**src/d_domain_pkg.sv**
```systemverilog
package d_domain_pkg;

    localparam int CMD_W             = 32;
    localparam int OPCODE_W          = 15;
    localparam int PAYLOAD_W         = 17;
    localparam int DATA_W            = 256;
    localparam int MASK_W            = DATA_W / 8;
    localparam int APP_ADDR_W        = 29;
    localparam int COUNT_W           = 32;
    // 256-bit beat is 32 bytes, 8 address units on a 32-bit DRAM
    localparam int BEAT_ADDR_STEP    = 8;
    localparam int CONFIG_WORD_COUNT = 39;

    typedef enum logic [OPCODE_W-1:0] {
        OP_CONFIG       = 15'd1,
        OP_TRAIN_DONE   = 15'd2,
        OP_CALIB_DONE   = 15'd3,
        OP_ADDR_SETUP   = 15'd4,
        OP_CHECK_REPORT = 15'd5,
        OP_COUNT_QUERY  = 15'd6
    } opcode_e;

    // opcode sits in the low bits of every command word
    typedef struct packed {
        logic [PAYLOAD_W-1:0] payload;
        logic [OPCODE_W-1:0]  opcode;
    } cmd_word_t;

    typedef enum logic [2:0] {
        APP_WRITE = 3'd0,
        APP_READ  = 3'd1
    } app_cmd_e;

    typedef struct packed {
        logic      pending;
        cmd_word_t word;
    } resp_req_t;

    typedef struct packed {
        logic [31:0] base;
        logic [31:0] last;
    } addr_range_t;

endpackage

```
**src/cmd_decoder.sv**
```systemverilog
`timescale 1ns/1ps

module cmd_decoder #(
    parameter int config_words = 39
) (
    input  logic                              ui_clk,
    input  logic                              reset,
    input  logic                              init_calib_complete,
    input  d_domain_pkg::cmd_word_t           p2d_cmd,
    input  logic                              p2d_cmd_valid,
    input  d_domain_pkg::cmd_word_t           a2d_cmd,
    input  logic                              a2d_cmd_valid,
    input  logic                              d2a_full,
    input  logic [d_domain_pkg::COUNT_W-1:0]  write_count,
    input  logic                              grant,
    output logic                              p2d_cmd_rd_en,
    output logic                              a2d_cmd_rd_en,
    output logic                              d2a_wr_en,
    output d_domain_pkg::cmd_word_t           d2a_cmd,
    output d_domain_pkg::addr_range_t         addr_range,
    output logic                              range_load,
    output d_domain_pkg::resp_req_t           resp
);
    import d_domain_pkg::*;

    localparam int CNT_W = $clog2(config_words + 1);

    logic             calib_sent;
    logic [CNT_W-1:0] cfg_cnt;
    logic             cfg_full;
    logic [1:0]       addr_step;

    logic      is_config;
    logic      is_addr;
    logic      is_query;
    logic      calib_fire;
    logic      train_fire;
    logic      config_fire;
    logic      addr_word_fire;
    logic      ack_fire;
    logic      query_fire;
    logic      resp_fire;
    cmd_word_t resp_word;

    assign is_config = p2d_cmd_valid && (p2d_cmd.opcode == OP_CONFIG);
    assign is_addr   = p2d_cmd_valid && (p2d_cmd.opcode == OP_ADDR_SETUP);
    assign is_query  = p2d_cmd_valid && (p2d_cmd.opcode == OP_COUNT_QUERY);
    assign cfg_full  = (cfg_cnt == CNT_W'(config_words));

    // one response at a time, calibration notice first
    assign calib_fire = !resp.pending && init_calib_complete && !calib_sent;
    assign train_fire = !resp.pending && !calib_fire && a2d_cmd_valid
                      && (a2d_cmd.opcode == OP_TRAIN_DONE) && cfg_full;

    assign config_fire    = is_config && !d2a_full;
    // address words 1 to 3 need no response slot
    assign addr_word_fire = is_addr && (addr_step != 2'd3);
    assign ack_fire       = is_addr && (addr_step == 2'd3)
                          && !resp.pending && !calib_fire && !train_fire;
    assign query_fire     = is_query && !resp.pending && !calib_fire && !train_fire;

    assign p2d_cmd_rd_en = config_fire || addr_word_fire || ack_fire || query_fire;
    assign a2d_cmd_rd_en = train_fire;
    assign d2a_wr_en     = config_fire;
    assign d2a_cmd       = p2d_cmd;
    assign range_load    = ack_fire;
    assign resp_fire     = calib_fire || train_fire || ack_fire || query_fire;

    always_comb begin
        resp_word = '0;
        if (calib_fire) begin
            resp_word.opcode = OP_CALIB_DONE;
        end else if (train_fire) begin
            resp_word = a2d_cmd;
        end else if (ack_fire) begin
            resp_word.opcode = OP_ADDR_SETUP;
        end else begin
            resp_word.payload = write_count[PAYLOAD_W-1:0];
            resp_word.opcode  = OP_COUNT_QUERY;
        end
    end

    always_ff @(posedge ui_clk) begin
        if (reset) begin
            calib_sent   <= 1'b0;
            cfg_cnt      <= '0;
            addr_step    <= '0;
            resp.pending <= 1'b0;
        end else begin
            if (calib_fire) begin
                calib_sent <= 1'b1;
            end
            // training done clears, config words saturate
            if (train_fire) begin
                cfg_cnt <= '0;
            end else if (config_fire && !cfg_full) begin
                cfg_cnt <= cfg_cnt + 1'b1;
            end
            if (addr_word_fire || ack_fire) begin
                addr_step <= addr_step + 2'd1;
            end
            if (resp_fire) begin
                resp.pending <= 1'b1;
                resp.word    <= resp_word;
            end else if (grant) begin
                resp.pending <= 1'b0;
            end
        end
    end

    // 16-bit halves, base first then last
    always_ff @(posedge ui_clk) begin
        if (addr_word_fire || ack_fire) begin
            case (addr_step)
                2'd0:    addr_range.base[15:0]  <= p2d_cmd.payload[15:0];
                2'd1:    addr_range.base[31:16] <= p2d_cmd.payload[15:0];
                2'd2:    addr_range.last[15:0]  <= p2d_cmd.payload[15:0];
                default: addr_range.last[31:16] <= p2d_cmd.payload[15:0];
            endcase
        end
    end

    a_range_load_ack: assert property (
        @(posedge ui_clk) disable iff (reset)
        range_load |-> !resp.pending ##1 resp.pending
    );

    a_cfg_cnt_bound: assert property (
        @(posedge ui_clk) disable iff (reset)
        cfg_cnt <= CNT_W'(config_words)
    );

endmodule

```
**src/d2p_response_arbiter.sv**
```systemverilog
`timescale 1ns/1ps

module d2p_response_arbiter (
    input  logic                     ui_clk,
    input  logic                     reset,
    input  d_domain_pkg::resp_req_t  engine_req,
    input  d_domain_pkg::resp_req_t  decoder_req,
    input  logic                     d2p_full,
    output logic                     engine_grant,
    output logic                     decoder_grant,
    output logic                     d2p_wr_en,
    output d_domain_pkg::cmd_word_t  d2p_cmd
);
    import d_domain_pkg::*;

    // engine first, decoder waits its turn
    assign engine_grant  = engine_req.pending && !d2p_full;
    assign decoder_grant = decoder_req.pending && !d2p_full && !engine_req.pending;

    assign d2p_wr_en = engine_grant || decoder_grant;
    assign d2p_cmd   = engine_grant ? engine_req.word : decoder_req.word;

    a_one_grant: assert property (
        @(posedge ui_clk) disable iff (reset)
        !(engine_grant && decoder_grant)
    );

endmodule

```
**src/dram_ctrl_top.sv**
```systemverilog
`timescale 1ns/1ps

module dram_ctrl_top #(
    parameter int config_words = d_domain_pkg::CONFIG_WORD_COUNT,
    parameter int beat_step    = d_domain_pkg::BEAT_ADDR_STEP
) (
    input  logic                                 ui_clk,
    input  logic                                 reset,
    input  logic                                 init_calib_complete,

    // p2d command fifo
    output logic                                 fifo_p2d_command_rd_en,
    input  logic [d_domain_pkg::CMD_W-1:0]       fifo_p2d_command_dout,
    input  logic                                 fifo_p2d_command_empty,
    input  logic                                 fifo_p2d_command_valid,

    // p2d data fifo
    output logic                                 fifo_p2d_data_rd_en,
    input  logic [d_domain_pkg::DATA_W-1:0]      fifo_p2d_data_dout,
    input  logic                                 fifo_p2d_data_empty,
    input  logic                                 fifo_p2d_data_valid,

    // d2p command fifo
    output logic                                 fifo_d2p_command_wr_en,
    output logic [d_domain_pkg::CMD_W-1:0]       fifo_d2p_command_din,
    input  logic                                 fifo_d2p_command_full,

    // d2a command fifo
    output logic                                 fifo_d2a_command_wr_en,
    output logic [d_domain_pkg::CMD_W-1:0]       fifo_d2a_command_din,
    input  logic                                 fifo_d2a_command_full,

    // a2d command fifo
    output logic                                 fifo_a2d_command_rd_en,
    input  logic [d_domain_pkg::CMD_W-1:0]       fifo_a2d_command_dout,
    input  logic                                 fifo_a2d_command_empty,
    input  logic                                 fifo_a2d_command_valid,

    // memory controller application port
    output logic                                 app_en,
    output logic [2:0]                           app_cmd,
    output logic [d_domain_pkg::APP_ADDR_W-1:0]  app_addr,
    output logic                                 app_wdf_wren,
    output logic [d_domain_pkg::DATA_W-1:0]      app_wdf_data,
    output logic                                 app_wdf_end,
    output logic [d_domain_pkg::MASK_W-1:0]      app_wdf_mask,
    input  logic                                 app_rdy,
    input  logic                                 app_wdf_rdy,
    input  logic [d_domain_pkg::DATA_W-1:0]      app_rd_data,
    input  logic                                 app_rd_data_valid
);
    import d_domain_pkg::*;

    cmd_word_t          p2d_cmd;
    cmd_word_t          a2d_cmd;
    cmd_word_t          d2a_cmd;
    cmd_word_t          d2p_cmd;
    logic               p2d_cmd_valid;
    logic               a2d_cmd_valid;
    logic               p2d_data_valid;
    addr_range_t        addr_range;
    logic               range_load;
    logic [COUNT_W-1:0] write_count;
    resp_req_t          decoder_resp;
    resp_req_t          engine_resp;
    logic               decoder_grant;
    logic               engine_grant;
    app_cmd_e           engine_app_cmd;

    // word present only when valid and not empty
    assign p2d_cmd_valid  = fifo_p2d_command_valid && !fifo_p2d_command_empty;
    assign a2d_cmd_valid  = fifo_a2d_command_valid && !fifo_a2d_command_empty;
    assign p2d_data_valid = fifo_p2d_data_valid && !fifo_p2d_data_empty;

    assign p2d_cmd = cmd_word_t'(fifo_p2d_command_dout);
    assign a2d_cmd = cmd_word_t'(fifo_a2d_command_dout);

    assign fifo_d2a_command_din = d2a_cmd;
    assign fifo_d2p_command_din = d2p_cmd;
    assign app_cmd              = engine_app_cmd;

    cmd_decoder #(
        .config_words (config_words)
    ) u_cmd_decoder (
        .ui_clk              (ui_clk),
        .reset               (reset),
        .init_calib_complete (init_calib_complete),
        .p2d_cmd             (p2d_cmd),
        .p2d_cmd_valid       (p2d_cmd_valid),
        .a2d_cmd             (a2d_cmd),
        .a2d_cmd_valid       (a2d_cmd_valid),
        .d2a_full            (fifo_d2a_command_full),
        .write_count         (write_count),
        .grant               (decoder_grant),
        .p2d_cmd_rd_en       (fifo_p2d_command_rd_en),
        .a2d_cmd_rd_en       (fifo_a2d_command_rd_en),
        .d2a_wr_en           (fifo_d2a_command_wr_en),
        .d2a_cmd             (d2a_cmd),
        .addr_range          (addr_range),
        .range_load          (range_load),
        .resp                (decoder_resp)
    );

    dram_write_engine #(
        .beat_step (beat_step)
    ) u_dram_write_engine (
        .ui_clk            (ui_clk),
        .reset             (reset),
        .addr_range        (addr_range),
        .range_load        (range_load),
        .p2d_data          (fifo_p2d_data_dout),
        .p2d_data_valid    (p2d_data_valid),
        .app_rdy           (app_rdy),
        .app_wdf_rdy       (app_wdf_rdy),
        .app_rd_data       (app_rd_data),
        .app_rd_data_valid (app_rd_data_valid),
        .grant             (engine_grant),
        .p2d_data_rd_en    (fifo_p2d_data_rd_en),
        .app_en            (app_en),
        .app_cmd           (engine_app_cmd),
        .app_addr          (app_addr),
        .app_wdf_wren      (app_wdf_wren),
        .app_wdf_data      (app_wdf_data),
        .app_wdf_end       (app_wdf_end),
        .app_wdf_mask      (app_wdf_mask),
        .write_count       (write_count),
        .resp              (engine_resp)
    );

    d2p_response_arbiter u_d2p_response_arbiter (
        .ui_clk        (ui_clk),
        .reset         (reset),
        .engine_req    (engine_resp),
        .decoder_req   (decoder_resp),
        .d2p_full      (fifo_d2p_command_full),
        .engine_grant  (engine_grant),
        .decoder_grant (decoder_grant),
        .d2p_wr_en     (fifo_d2p_command_wr_en),
        .d2p_cmd       (d2p_cmd)
    );

endmodule

```
**src/dram_write_engine.sv**
```systemverilog
`timescale 1ns/1ps

module dram_write_engine #(
    parameter int beat_step = 8
) (
    input  logic                                 ui_clk,
    input  logic                                 reset,
    input  d_domain_pkg::addr_range_t            addr_range,
    input  logic                                 range_load,
    input  logic [d_domain_pkg::DATA_W-1:0]      p2d_data,
    input  logic                                 p2d_data_valid,
    input  logic                                 app_rdy,
    input  logic                                 app_wdf_rdy,
    input  logic [d_domain_pkg::DATA_W-1:0]      app_rd_data,
    input  logic                                 app_rd_data_valid,
    input  logic                                 grant,
    output logic                                 p2d_data_rd_en,
    output logic                                 app_en,
    output d_domain_pkg::app_cmd_e               app_cmd,
    output logic [d_domain_pkg::APP_ADDR_W-1:0]  app_addr,
    output logic                                 app_wdf_wren,
    output logic [d_domain_pkg::DATA_W-1:0]      app_wdf_data,
    output logic                                 app_wdf_end,
    output logic [d_domain_pkg::MASK_W-1:0]      app_wdf_mask,
    output logic [d_domain_pkg::COUNT_W-1:0]     write_count,
    output d_domain_pkg::resp_req_t              resp
);
    import d_domain_pkg::*;

    typedef enum logic [1:0] {
        CHK_IDLE,
        CHK_READ,
        CHK_WAIT
    } chk_state_e;

    chk_state_e chk_state;

    logic [APP_ADDR_W-1:0] beat_addr;
    logic [APP_ADDR_W-1:0] last_addr;
    logic                  last_beat;
    logic                  beat_fire;
    logic                  read_fire;

    assign beat_addr = addr_range.base[APP_ADDR_W-1:0] + write_count[APP_ADDR_W-1:0];
    assign last_addr = addr_range.last[APP_ADDR_W-1:0];
    assign last_beat = (beat_addr == last_addr);

    // beats stall from the last beat until the report is granted
    assign beat_fire = (chk_state == CHK_IDLE) && !resp.pending
                     && p2d_data_valid && app_rdy && app_wdf_rdy;
    assign read_fire = (chk_state == CHK_READ) && app_rdy;

    assign p2d_data_rd_en = beat_fire;
    assign app_en         = beat_fire || read_fire;
    assign app_cmd        = read_fire ? APP_READ : APP_WRITE;
    assign app_addr       = read_fire ? last_addr : beat_addr;
    assign app_wdf_wren   = beat_fire;
    assign app_wdf_end    = beat_fire;
    assign app_wdf_data   = p2d_data;
    assign app_wdf_mask   = '0;

    always_ff @(posedge ui_clk) begin
        if (reset) begin
            write_count  <= '0;
            chk_state    <= CHK_IDLE;
            resp.pending <= 1'b0;
        end else begin
            if (range_load) begin
                write_count <= '0;
            end else if (beat_fire) begin
                write_count <= write_count + COUNT_W'(beat_step);
            end

            case (chk_state)
                CHK_IDLE: begin
                    if (beat_fire && last_beat) begin
                        chk_state <= CHK_READ;
                    end
                end
                CHK_READ: begin
                    if (read_fire) begin
                        chk_state <= CHK_WAIT;
                    end
                end
                default: begin
                    if (app_rd_data_valid) begin
                        chk_state <= CHK_IDLE;
                    end
                end
            endcase

            // check report carries the low half-word read back
            if ((chk_state == CHK_WAIT) && app_rd_data_valid) begin
                resp.pending      <= 1'b1;
                resp.word.payload <= {1'b0, app_rd_data[15:0]};
                resp.word.opcode  <= OP_CHECK_REPORT;
            end else if (grant) begin
                resp.pending <= 1'b0;
            end
        end
    end

    a_wdf_with_write: assert property (
        @(posedge ui_clk) disable iff (reset)
        app_wdf_wren |-> app_en && (app_cmd == APP_WRITE) && app_wdf_rdy
    );

endmodule

```
**config.mk**
```make
export PLATFORM = sky130hd
export DESIGN_NAME = dram_ctrl_top
export DESIGN_NICKNAME = d
export VERILOG_FILES = /design/src/d_domain_pkg.sv /design/src/cmd_decoder.sv /design/src/d2p_response_arbiter.sv /design/src/dram_ctrl_top.sv /design/src/dram_write_engine.sv
export SDC_FILE = /design/constraint.sdc
export NUM_CORES = 1
export LEC_CHECK = 0
export BUFFER_PORTS_ARGS = -buffer_cell sky130_fd_sc_hd__clkbuf_2
export CAP_MARGIN = 20
export CORE_AREA = 2 2 378 380
export DETAILED_ROUTE_END_ITERATION = 6
export DIE_AREA = 0 0 380 382
export GPL_ROUTABILITY_DRIVEN = 0
export GPL_TIMING_DRIVEN = 1
export PLACE_DENSITY = 0.3
export SYNTH_ARGS = -nofsm -noshare
export SYNTH_HDL_FRONTEND = slang
export SYNTH_HIERARCHICAL = 1
export SYNTH_SLANG_ARGS = --single-unit
```
**constraint.sdc**
```tcl
create_clock -name ui_clk -period 10.77 [get_ports ui_clk]
set_input_delay 1.077 -clock ui_clk [delete_from_list [all_inputs] [get_ports ui_clk]]
set_output_delay 1.077 -clock ui_clk [all_outputs]
set_load 0.01 [all_outputs]
```
==> results of run 1 <==
## per-layer routing
layer / global-route usage / vias up / wire length, µm
met4: 0.0325 / 6 / 2020
li1: - / 3305 / -
met1: 0.0783 / 3288 / 20300
met2: 0.0999 / 440 / 21700
met3: 0.0406 / 144 / 5990
met5: 0 / - / 41
## where the power goes
| part | leakage (nW) | internal (W) | switching [W] |
|---|---|---|---|
| combinational | 2.79 | 0.0000325 | 0.0000539 |
| sequential | 1.27 | 0.000604 | 0.00000305 |
| clock | 0.296 | 0.000343 | 0.000313 |
| total | 4.35 | 0.000980 | 0.000370 |
## flip-flops by register name, indices dropped and copies added, names as in the netlist
signal                           flops
u_dram_write_engine/chk_state        2
u_cmd_decoder/resp                  33
u_dram_write_engine/resp            17
u_cmd_decoder/calib_sent             1
u_dram_write_engine/write_count     26
u_cmd_decoder/addr_range            58
u_cmd_decoder/cfg_cnt                6
u_cmd_decoder/addr_step              2
## cell type report
cell class,count,area share
Antenna cell,6,0.00120
Clock buffer,18,0.0361
Clock inverter,14,0.0127
Inverter,14,0.00422
Multi-Input combinational cell,647,0.353
Sequential cell,145,0.318
Tap cell,1890,0.190
Timing Repair Buffer,204,0.0847
## worst min path at each step
stage,slack [ns],endpoint
after floorplan,0.46,u_cmd_decoder/calib_sent
after global placement,0.49,u_cmd_decoder/calib_sent
after detailed placement,0.49,u_cmd_decoder/calib_sent
after CTS,0.50,u_cmd_decoder/calib_sent
after global routing,0.55,u_cmd_decoder/addr_step[1]
final,0.51,u_cmd_decoder/calib_sent
## through the flow
step                      instance area, µm²  setup WS, ns  power, W    util  hold WS [ns]
after detailed placement               11800          5.98  0.000710  0.0840         0.488
final                                  12500          5.64   0.00135  0.0885         0.509
after floorplan                        11200          6.47  0.000775       -         0.460
after global routing                   12400          5.24   0.00141  0.0884         0.555
after CTS                              12400          5.39   0.00139  0.0884         0.502
after global placement                 11800          5.97  0.000710  0.0839         0.489
## critical path: stages (launching register included)
cell,delay [ns]
dfxtp_1,0.47
ha_1,0.23
inv_1,0.06
fa_1,0.40
nand2b_2,0.26
a211oi_2,0.33
o21ai_0,0.19
a32oi_1,0.67
a41oi_1,0.24
xor2_1,0.21
a21oi_1,0.31
clkbuf_2,0.19
==> impl_metrics.tcl, run 1 <==
set metrics [dict create \
    path_class "register to primary output" \
    hold_path_depth 2 \
    r2r-end "u_dram_write_engine/chk_state[0]" \
    global_route.usage.total 0.0682 \
    wl_per_cell_um 17.0 \
    netlist_area_um2 10900 \
    dr.pass1.iters 7 \
    fp.dieW_um 380 \
    place_inst 2900 \
    outcome "finished clean" \
    end_kind "primary output" \
    vias_per_cell 2.44 \
    finalCritPeriodShare 0.477 \
    portBuffers 193 \
    vdd_ir_drop_max_mv 0.0681 \
    worstSetupStartpointType "register" \
    power_density_nw_per_um2 108 \
    grt_overflow 0 \
    finalHoldViolations 0 \
    tritoncts "done" \
    synthesis.instances 1122 \
    min-delay-start "u_cmd_decoder/calib_sent" \
    drive_gt1_frac 0.289 \
    critPathCapture "app_addr[27]" \
    setup_viol 0 \
    vias 7183 \
    post-cts-setup-buffer-count 0 \
    tns_ns 0 \
    worst_pin_slew_ns 0.928 \
    hpwl_um 41700 \
    first_global_vias 7127 \
    grt_pass1_wl_um 65700 \
    nFillCells 16500 \
    arrival_ns 4.06 \
    multi_input_area_um2 4400 \
    layout_commonest_cell "clkbuf_2" \
    drt_iter0_drc 294 \
    fp-row-count 138 \
    grt_max_degree 34 \
    clk_path_buf_depth 2 \
    crit_start "u_dram_write_engine/write_count[3]" \
    seq_area_um2 3960 \
    path_clk_slew_ns 0.09 \
    h-tree-depth 4 \
    io_pins 982 \
    slew_violations 0 \
    die_h_um 382 \
    cts-root-buf "clkbuf_16" \
    antenna_found_initial 8 \
    worstPathRequired_ns 9.69 \
    wirelength_um 50000 \
    min_path_type "register to register" \
    ys.warnings.count 6 \
    p_leak_nw 4.35 \
    crit-reg2reg-launch "u_dram_write_engine/write_count[3]" \
    initial_core_util 0.0777 \
    drt_drc_violations_left 0 \
    reg2reg_slack_ns 6.82 \
    cts.sinks 145 \
    slew_headroom 0.379 \
    rsz0062_at_grt "no" \
    rr_worst_depth 13 \
    nNetsFinal 1651 \
    cts_buffers 17 \
    layout_common_cells "193 x clkbuf_2, 106 x edfxtp_1, 72 x nor2_1" \
    holdBufCountCts 0 \
    coreArea_um2 141000 \
    post_cts_resized 0 \
    fin_cells 2938 \
    area_growth_pct 13.9 \
    die_area_um2 145000 \
    fin_skew_ns 0.0263 \
    fin_crit_ns 5.13 \
    drv_cap 0 \
    syn_area_per_cell_um2 9.75 \
    insertion_delay_ns 0.51 \
    ant_nets 0 \
    cp_max_fo 6 \
    timing.fmax_ghz 0.195 \
]
Power figures use the tool's default switching activity.
==> run 2, diff against run 1 <==
- CORE_AREA: 2 2 378 380 -> 2 2 379 381
- DIE_AREA: 0 0 380 382 -> 0 0 381 383
- clock period: 10.77 -> 4.5 ns (I/O delays scaled with it)
==> impl_metrics.tcl, run 2 (same netlist as run 1, synthesis figures left out) <==
set metrics [dict create \
    outcome "finished clean" \
    critPathTopFamily "compound AO/OA/AOI/OAI gates" \
    die_h_um 383 \
    vdd_ir_drop_max_mv 0.298 \
    post_cts_resized 0 \
    nNetsFinal 1657 \
    cp_cell_sequence "ha_1 > inv_1 > fa_1 > nand2b_2 > a211oi_2 > o21ai_0 > nor3b_2 > nand3b_1 > a311oi_2 > xnor2_1 > a21oi_1 > clkbuf_2" \
    slowest_delay_ns 0.40 \
    internal_power_w 0.00235 \
    area_growth_pct 14.3 \
    hpwl_um 41600 \
    first_global_vias 6993 \
    worstPathRequired_ns 4.05 \
    min_path_type "primary input to register" \
    worst_pin_slew_ns 0.974 \
    tns_ns 0 \
    slew_violations 0 \
    initial_core_util 0.0769 \
    rsz0062_at_grt "no" \
    grt_pass1_wl_um 64000 \
    holdBufCountCts 0 \
    fp-row-count 139 \
    insertion_delay_ns 0.50 \
    power.total_w 0.00318 \
    layout_common_cells "193 x clkbuf_2, 106 x edfxtp_1, 72 x nor2_1" \
    finalCritPeriodShare 0.917 \
    min-delay-start "app_rd_data[4]" \
    p_leak_nw 4.39 \
    arrival_ns 3.67 \
    drv_cap 0 \
    grt_overflow 0 \
    coreArea_um2 142000 \
    setup_viol 0 \
    io_pins 982 \
    wirelength_um 49300 \
    slew_headroom 0.351 \
    path_clk_slew_ns 0.07 \
    crit_start "u_dram_write_engine/write_count[3]" \
    clkPwrFrac 0.477 \
    vias_per_cell 2.42 \
    antenna_found_initial 11 \
    cts-root-buf "clkbuf_16" \
    wl_per_cell_um 16.7 \
    sw_frac_of_total 0.260 \
    end_kind "primary output" \
    dr.pass1.iters 4 \
    worstSetupStartpointType "register" \
    fin_crit_ns 4.12 \
    timing.fmax_ghz 0.242 \
    post-cts-setup-buffer-count 0 \
    p_comb_frac 0.065 \
    portBuffers 193 \
    layout_commonest_cell "clkbuf_2" \
    h-tree-depth 4 \
    fin_skew_ns 0.0161 \
    slowest_stage "dfxtp_2" \
    largest_reg_flops 58 \
    drive_gt1_frac 0.293 \
    cts.sinks 145 \
    power_density_nw_per_um2 254 \
    critical_path_buf_inv_count 2 \
    cts_buffers 17 \
    global_route.usage.total 0.0667 \
    drt_drc_violations_left 0 \
    fp.dieW_um 381 \
    p_sw_w 0.000825 \
    path_class "register to primary output" \
    clk_path_buf_depth 2 \
    vias 7161 \
    finalHoldViolations 0 \
    finish.utilization 0.0879 \
    cp_max_fo 5 \
    drt_iter0_drc 371 \
    ant_nets 0 \
    crit-reg2reg-launch "u_dram_write_engine/write_count[3]" \
    seqPwrFrac 0.457 \
    grt_max_degree 33 \
    tritoncts "done" \
    die_area_um2 146000 \
]
==> run 2: cell count changes in the layout (fill, tap and decap cells not counted), moves of 3 or more <==
cell     delta
diode_2     -3
inv_8       -4
buf_4       +7
inv_6       +3
==> run 2: power groups by stage <==
| stage | Combinational, W | Clock, W | Sequential [W] |
|---|---|---|---|
| 6_report | 0.000208 | 0.00152 | 0.00145 |
| 3_3_place_gp | 0.000218 | 0 | 0.00148 |
| 2_1_floorplan | 0.000375 | 0 | 0.00148 |
| 4_1_cts | 0.000219 | 0.00161 | 0.00145 |
| 3_5_place_dp | 0.000218 | 0 | 0.00148 |
| 5_1_grt | 0.000234 | 0.00165 | 0.00146 |
==> run 2: final cells by class <==
type / count / area [µm²]
fill: 16600 / 130000
multi-input combinational: 647 / 4410
sequential: 145 / 3970
tap: 1903 / 2380
timing repair buffer: 210 / 1090
clock buffer: 22 / 518
clock inverter: 10 / 80.1
inverter: 14 / 52.6
antenna: 3 / 7.51
==> run 2: per-layer routing <==
metal | track usage | part of all wire | wire (µm)
met1 | 0.0743 | 0.40 | 19600
met2 | 0.100 | 0.44 | 21700
met3 | 0.0366 | 0.11 | 5310
met4 | 0.0384 | 0.053 | 2610
met5 | 0 | 0.00093 | 46
==> run 2: path summary, 6_finish.rpt <==
kind	endpoint	slack (ns)	depth (start not counted)
min	u_dram_write_engine/resp[19]	0.12	1
min reg2reg	u_dram_write_engine/write_count[19]	0.51	2
max reg2reg	u_dram_write_engine/chk_state[0]	0.81	13
max	app_addr[25]	0.38	12
==> run 2: metrics by stage <==
step           cell area [µm²]  instances  hold WS, ns  setup slack (ns)
2_1_floorplan            11200       1184        0.460             0.776
3_3_place_gp             11900       2919        0.493             0.668
3_5_place_dp             11900       2919        0.495             0.676
4_1_cts                  12500       2951       0.0562            0.0542
5_1_grt                  12500       2951       0.0732            0.0346
6_report                 12500       2954        0.119             0.375
==> run 3, diff against run 2 <==
- BUFFER_PORTS_ARGS: -buffer_cell sky130_fd_sc_hd__clkbuf_2 -> not set
- CORE_AREA: 2 2 379 381 -> 2 2 381 383
- DIE_AREA: 0 0 381 383 -> 0 0 383 385
- DONT_BUFFER_PORTS: not set -> 1
==> impl_metrics.tcl, run 3 (same netlist as run 1, synthesis figures left out) <==
set metrics [dict create \
    finalHoldViolations 0 \
    cp_cell_sequence "ha_1 > inv_1 > fa_1 > nand2b_2 > a211oi_4 > o21ai_0 > nor3b_2 > nand3b_1 > a311oi_2 > xnor2_1 > a21oi_2 > buf_4" \
    drt_iter0_drc 353 \
    final_area_um2 12000 \
    fp-row-count 139 \
    portBuffers 0 \
    cts.sinks 145 \
    worst_pin_slew_ns 0.872 \
    end_kind "primary output" \
    placedInstanceArea_um2 11000 \
    fin_crit_ns 4.20 \
    fp.dieW_um 383 \
    arrival_ns 3.75 \
    path_clk_slew_ns 0.08 \
    post-place-ws_ns 0.459 \
    dr.pass1.iters 5 \
    setup_viol 0 \
    io_pins 982 \
    global_route.usage.total 0.0658 \
    drt_drc_violations_left 0 \
    cts-root-buf "clkbuf_16" \
    vdd_ir_drop_max_mv 0.267 \
    finalCritPeriodShare 0.934 \
    grt_max_degree 34 \
    tns_ns 0 \
    h-tree-depth 4 \
    slew_violations 0 \
    timing.fmax_ghz 0.238 \
    largest_reg_flops 58 \
    slowest_delay_ns 0.44 \
    cts_buffers 17 \
    p_leak_nw 3.79 \
    outcome "finished clean" \
    area_growth_pct 9.96 \
    grt_overflow 0 \
    clk_path_buf_depth 2 \
    slowest_stage "dfxtp_1" \
    wl_per_cell_um 17.6 \
    layout_common_cells "106 x edfxtp_1, 72 x nor2_1, 71 x nand2_1" \
    tritoncts "done" \
    worstSetupStartpointType "register" \
    die_area_um2 147000 \
    power_density_nw_per_um2 261 \
    hpwl_um 40500 \
    worstPathRequired_ns 4.05 \
    layout_commonest_cell "edfxtp_1" \
    antenna_found_initial 23 \
    reg2reg_slack_ns 0.50 \
    wirelength_um 49600 \
    vias 6951 \
    coreArea_um2 143000 \
    first_global_vias 7022 \
    ant_nets 0 \
    fin_skew_ns 0.0196 \
    cp_max_fo 5 \
    nNetsFinal 1514 \
    initial_core_util 0.0765 \
    drv_cap 0 \
    min_path_type "primary input to register" \
    die_h_um 385 \
    vias_per_cell 2.47 \
    slew_headroom 0.418 \
    grt_pass1_wl_um 63100 \
    path_class "register to primary output" \
    insertion_delay_ns 0.51 \
    setup_slack_ns 0.299 \
    drive_gt1_frac 0.146 \
]
==> run 3: cell count changes in the layout (fill, tap and decap cells not counted), moves of 2 or more <==
cell           previous run  this run
clkbuf_2                193         0
dlygate4sd3_1             0        34
buf_4                    17        33
clkinv_8                  0         5
o21ai_0                  37        33
o21ai_1                   6        10
clkbuf_16                20        17
clkinv_4                  0         3
diode_2                   3         6
inv_6                     6         3
clkinv_2                  2         0
inv_8                     1         3
==> run 3: critical path, delay by kind of cell (launching register included) <==
| family | cells | cell delay [ns] |
|---|---|---|
| flip-flops | 1 | 0.44 |
| XOR/XNOR | 1 | 0.17 |
| AND/OR/NAND/NOR | 3 | 0.79 |
| buffers and inverters | 2 | 0.22 |
| AO/OA/AOI/OAI | 4 | 0.98 |
| adder cells (fa/ha/maj) | 2 | 0.61 |
==> run 3: cell type report <==
class	instances	area (µm²)
Clock buffer	17	425
Antenna cell	6	15.0
Sequential cell	145	3960
Multi-Input combinational cell	647	4420
Fill cell	16600	131000
Timing Repair Buffer	67	588
Clock inverter	15	184
Tap cell	1903	2380
Inverter	14	52.6
==> run 3: layer usage <==
layer,vias up,part of all wire,GRT usage
met2,453,0.44,0.0982
met5,-,0.0092,0.0153
met1,3261,0.38,0.0706
li1,3038,-,-
met3,173,0.13,0.0414
met4,26,0.043,0.0340
==> run 3: metrics by stage <==
stage	hold WS [ns]	instances	utilization	total power [W]
floorplan	0.460	1184	-	0.00186
global placement	0.477	2740	0.0771	0.00159
detailed placement	0.485	2740	0.0771	0.00159
CTS	0.00329	2806	0.0838	0.00327
global route	0.0156	2808	0.0840	0.00331
finish	0.0753	2814	0.0841	0.00314
==> run 3: worst paths after layout <==
path | from | end | depth (start not counted)
setup reg to reg | u_dram_write_engine/write_count[3] | u_dram_write_engine/chk_state[0] | 13
hold reg to reg | u_cmd_decoder/calib_sent | u_cmd_decoder/calib_sent | 2
setup / recovery | u_dram_write_engine/write_count[3] | app_addr[25] | 12
hold / removal | fifo_p2d_command_dout[23] | u_cmd_decoder/addr_range[24] | 0
==> run 3: where the power goes <==
part | leakage, nW | switching (W) | internal (W)
logic | 2.23 | 0.0000922 | 0.0000532
clock network | 0.295 | 0.000790 | 0.000751
registers | 1.27 | 0.00000981 | 0.00145
==> run 3: repair_timing <==
action                                 CTS  global route
hold buffers                            34             0
pin swaps                                0             0
endpoints found under the hold margin   74             0
setup buffers                            0             2
gates resized for setup                  2             3
setup endpoints to repair                2             3
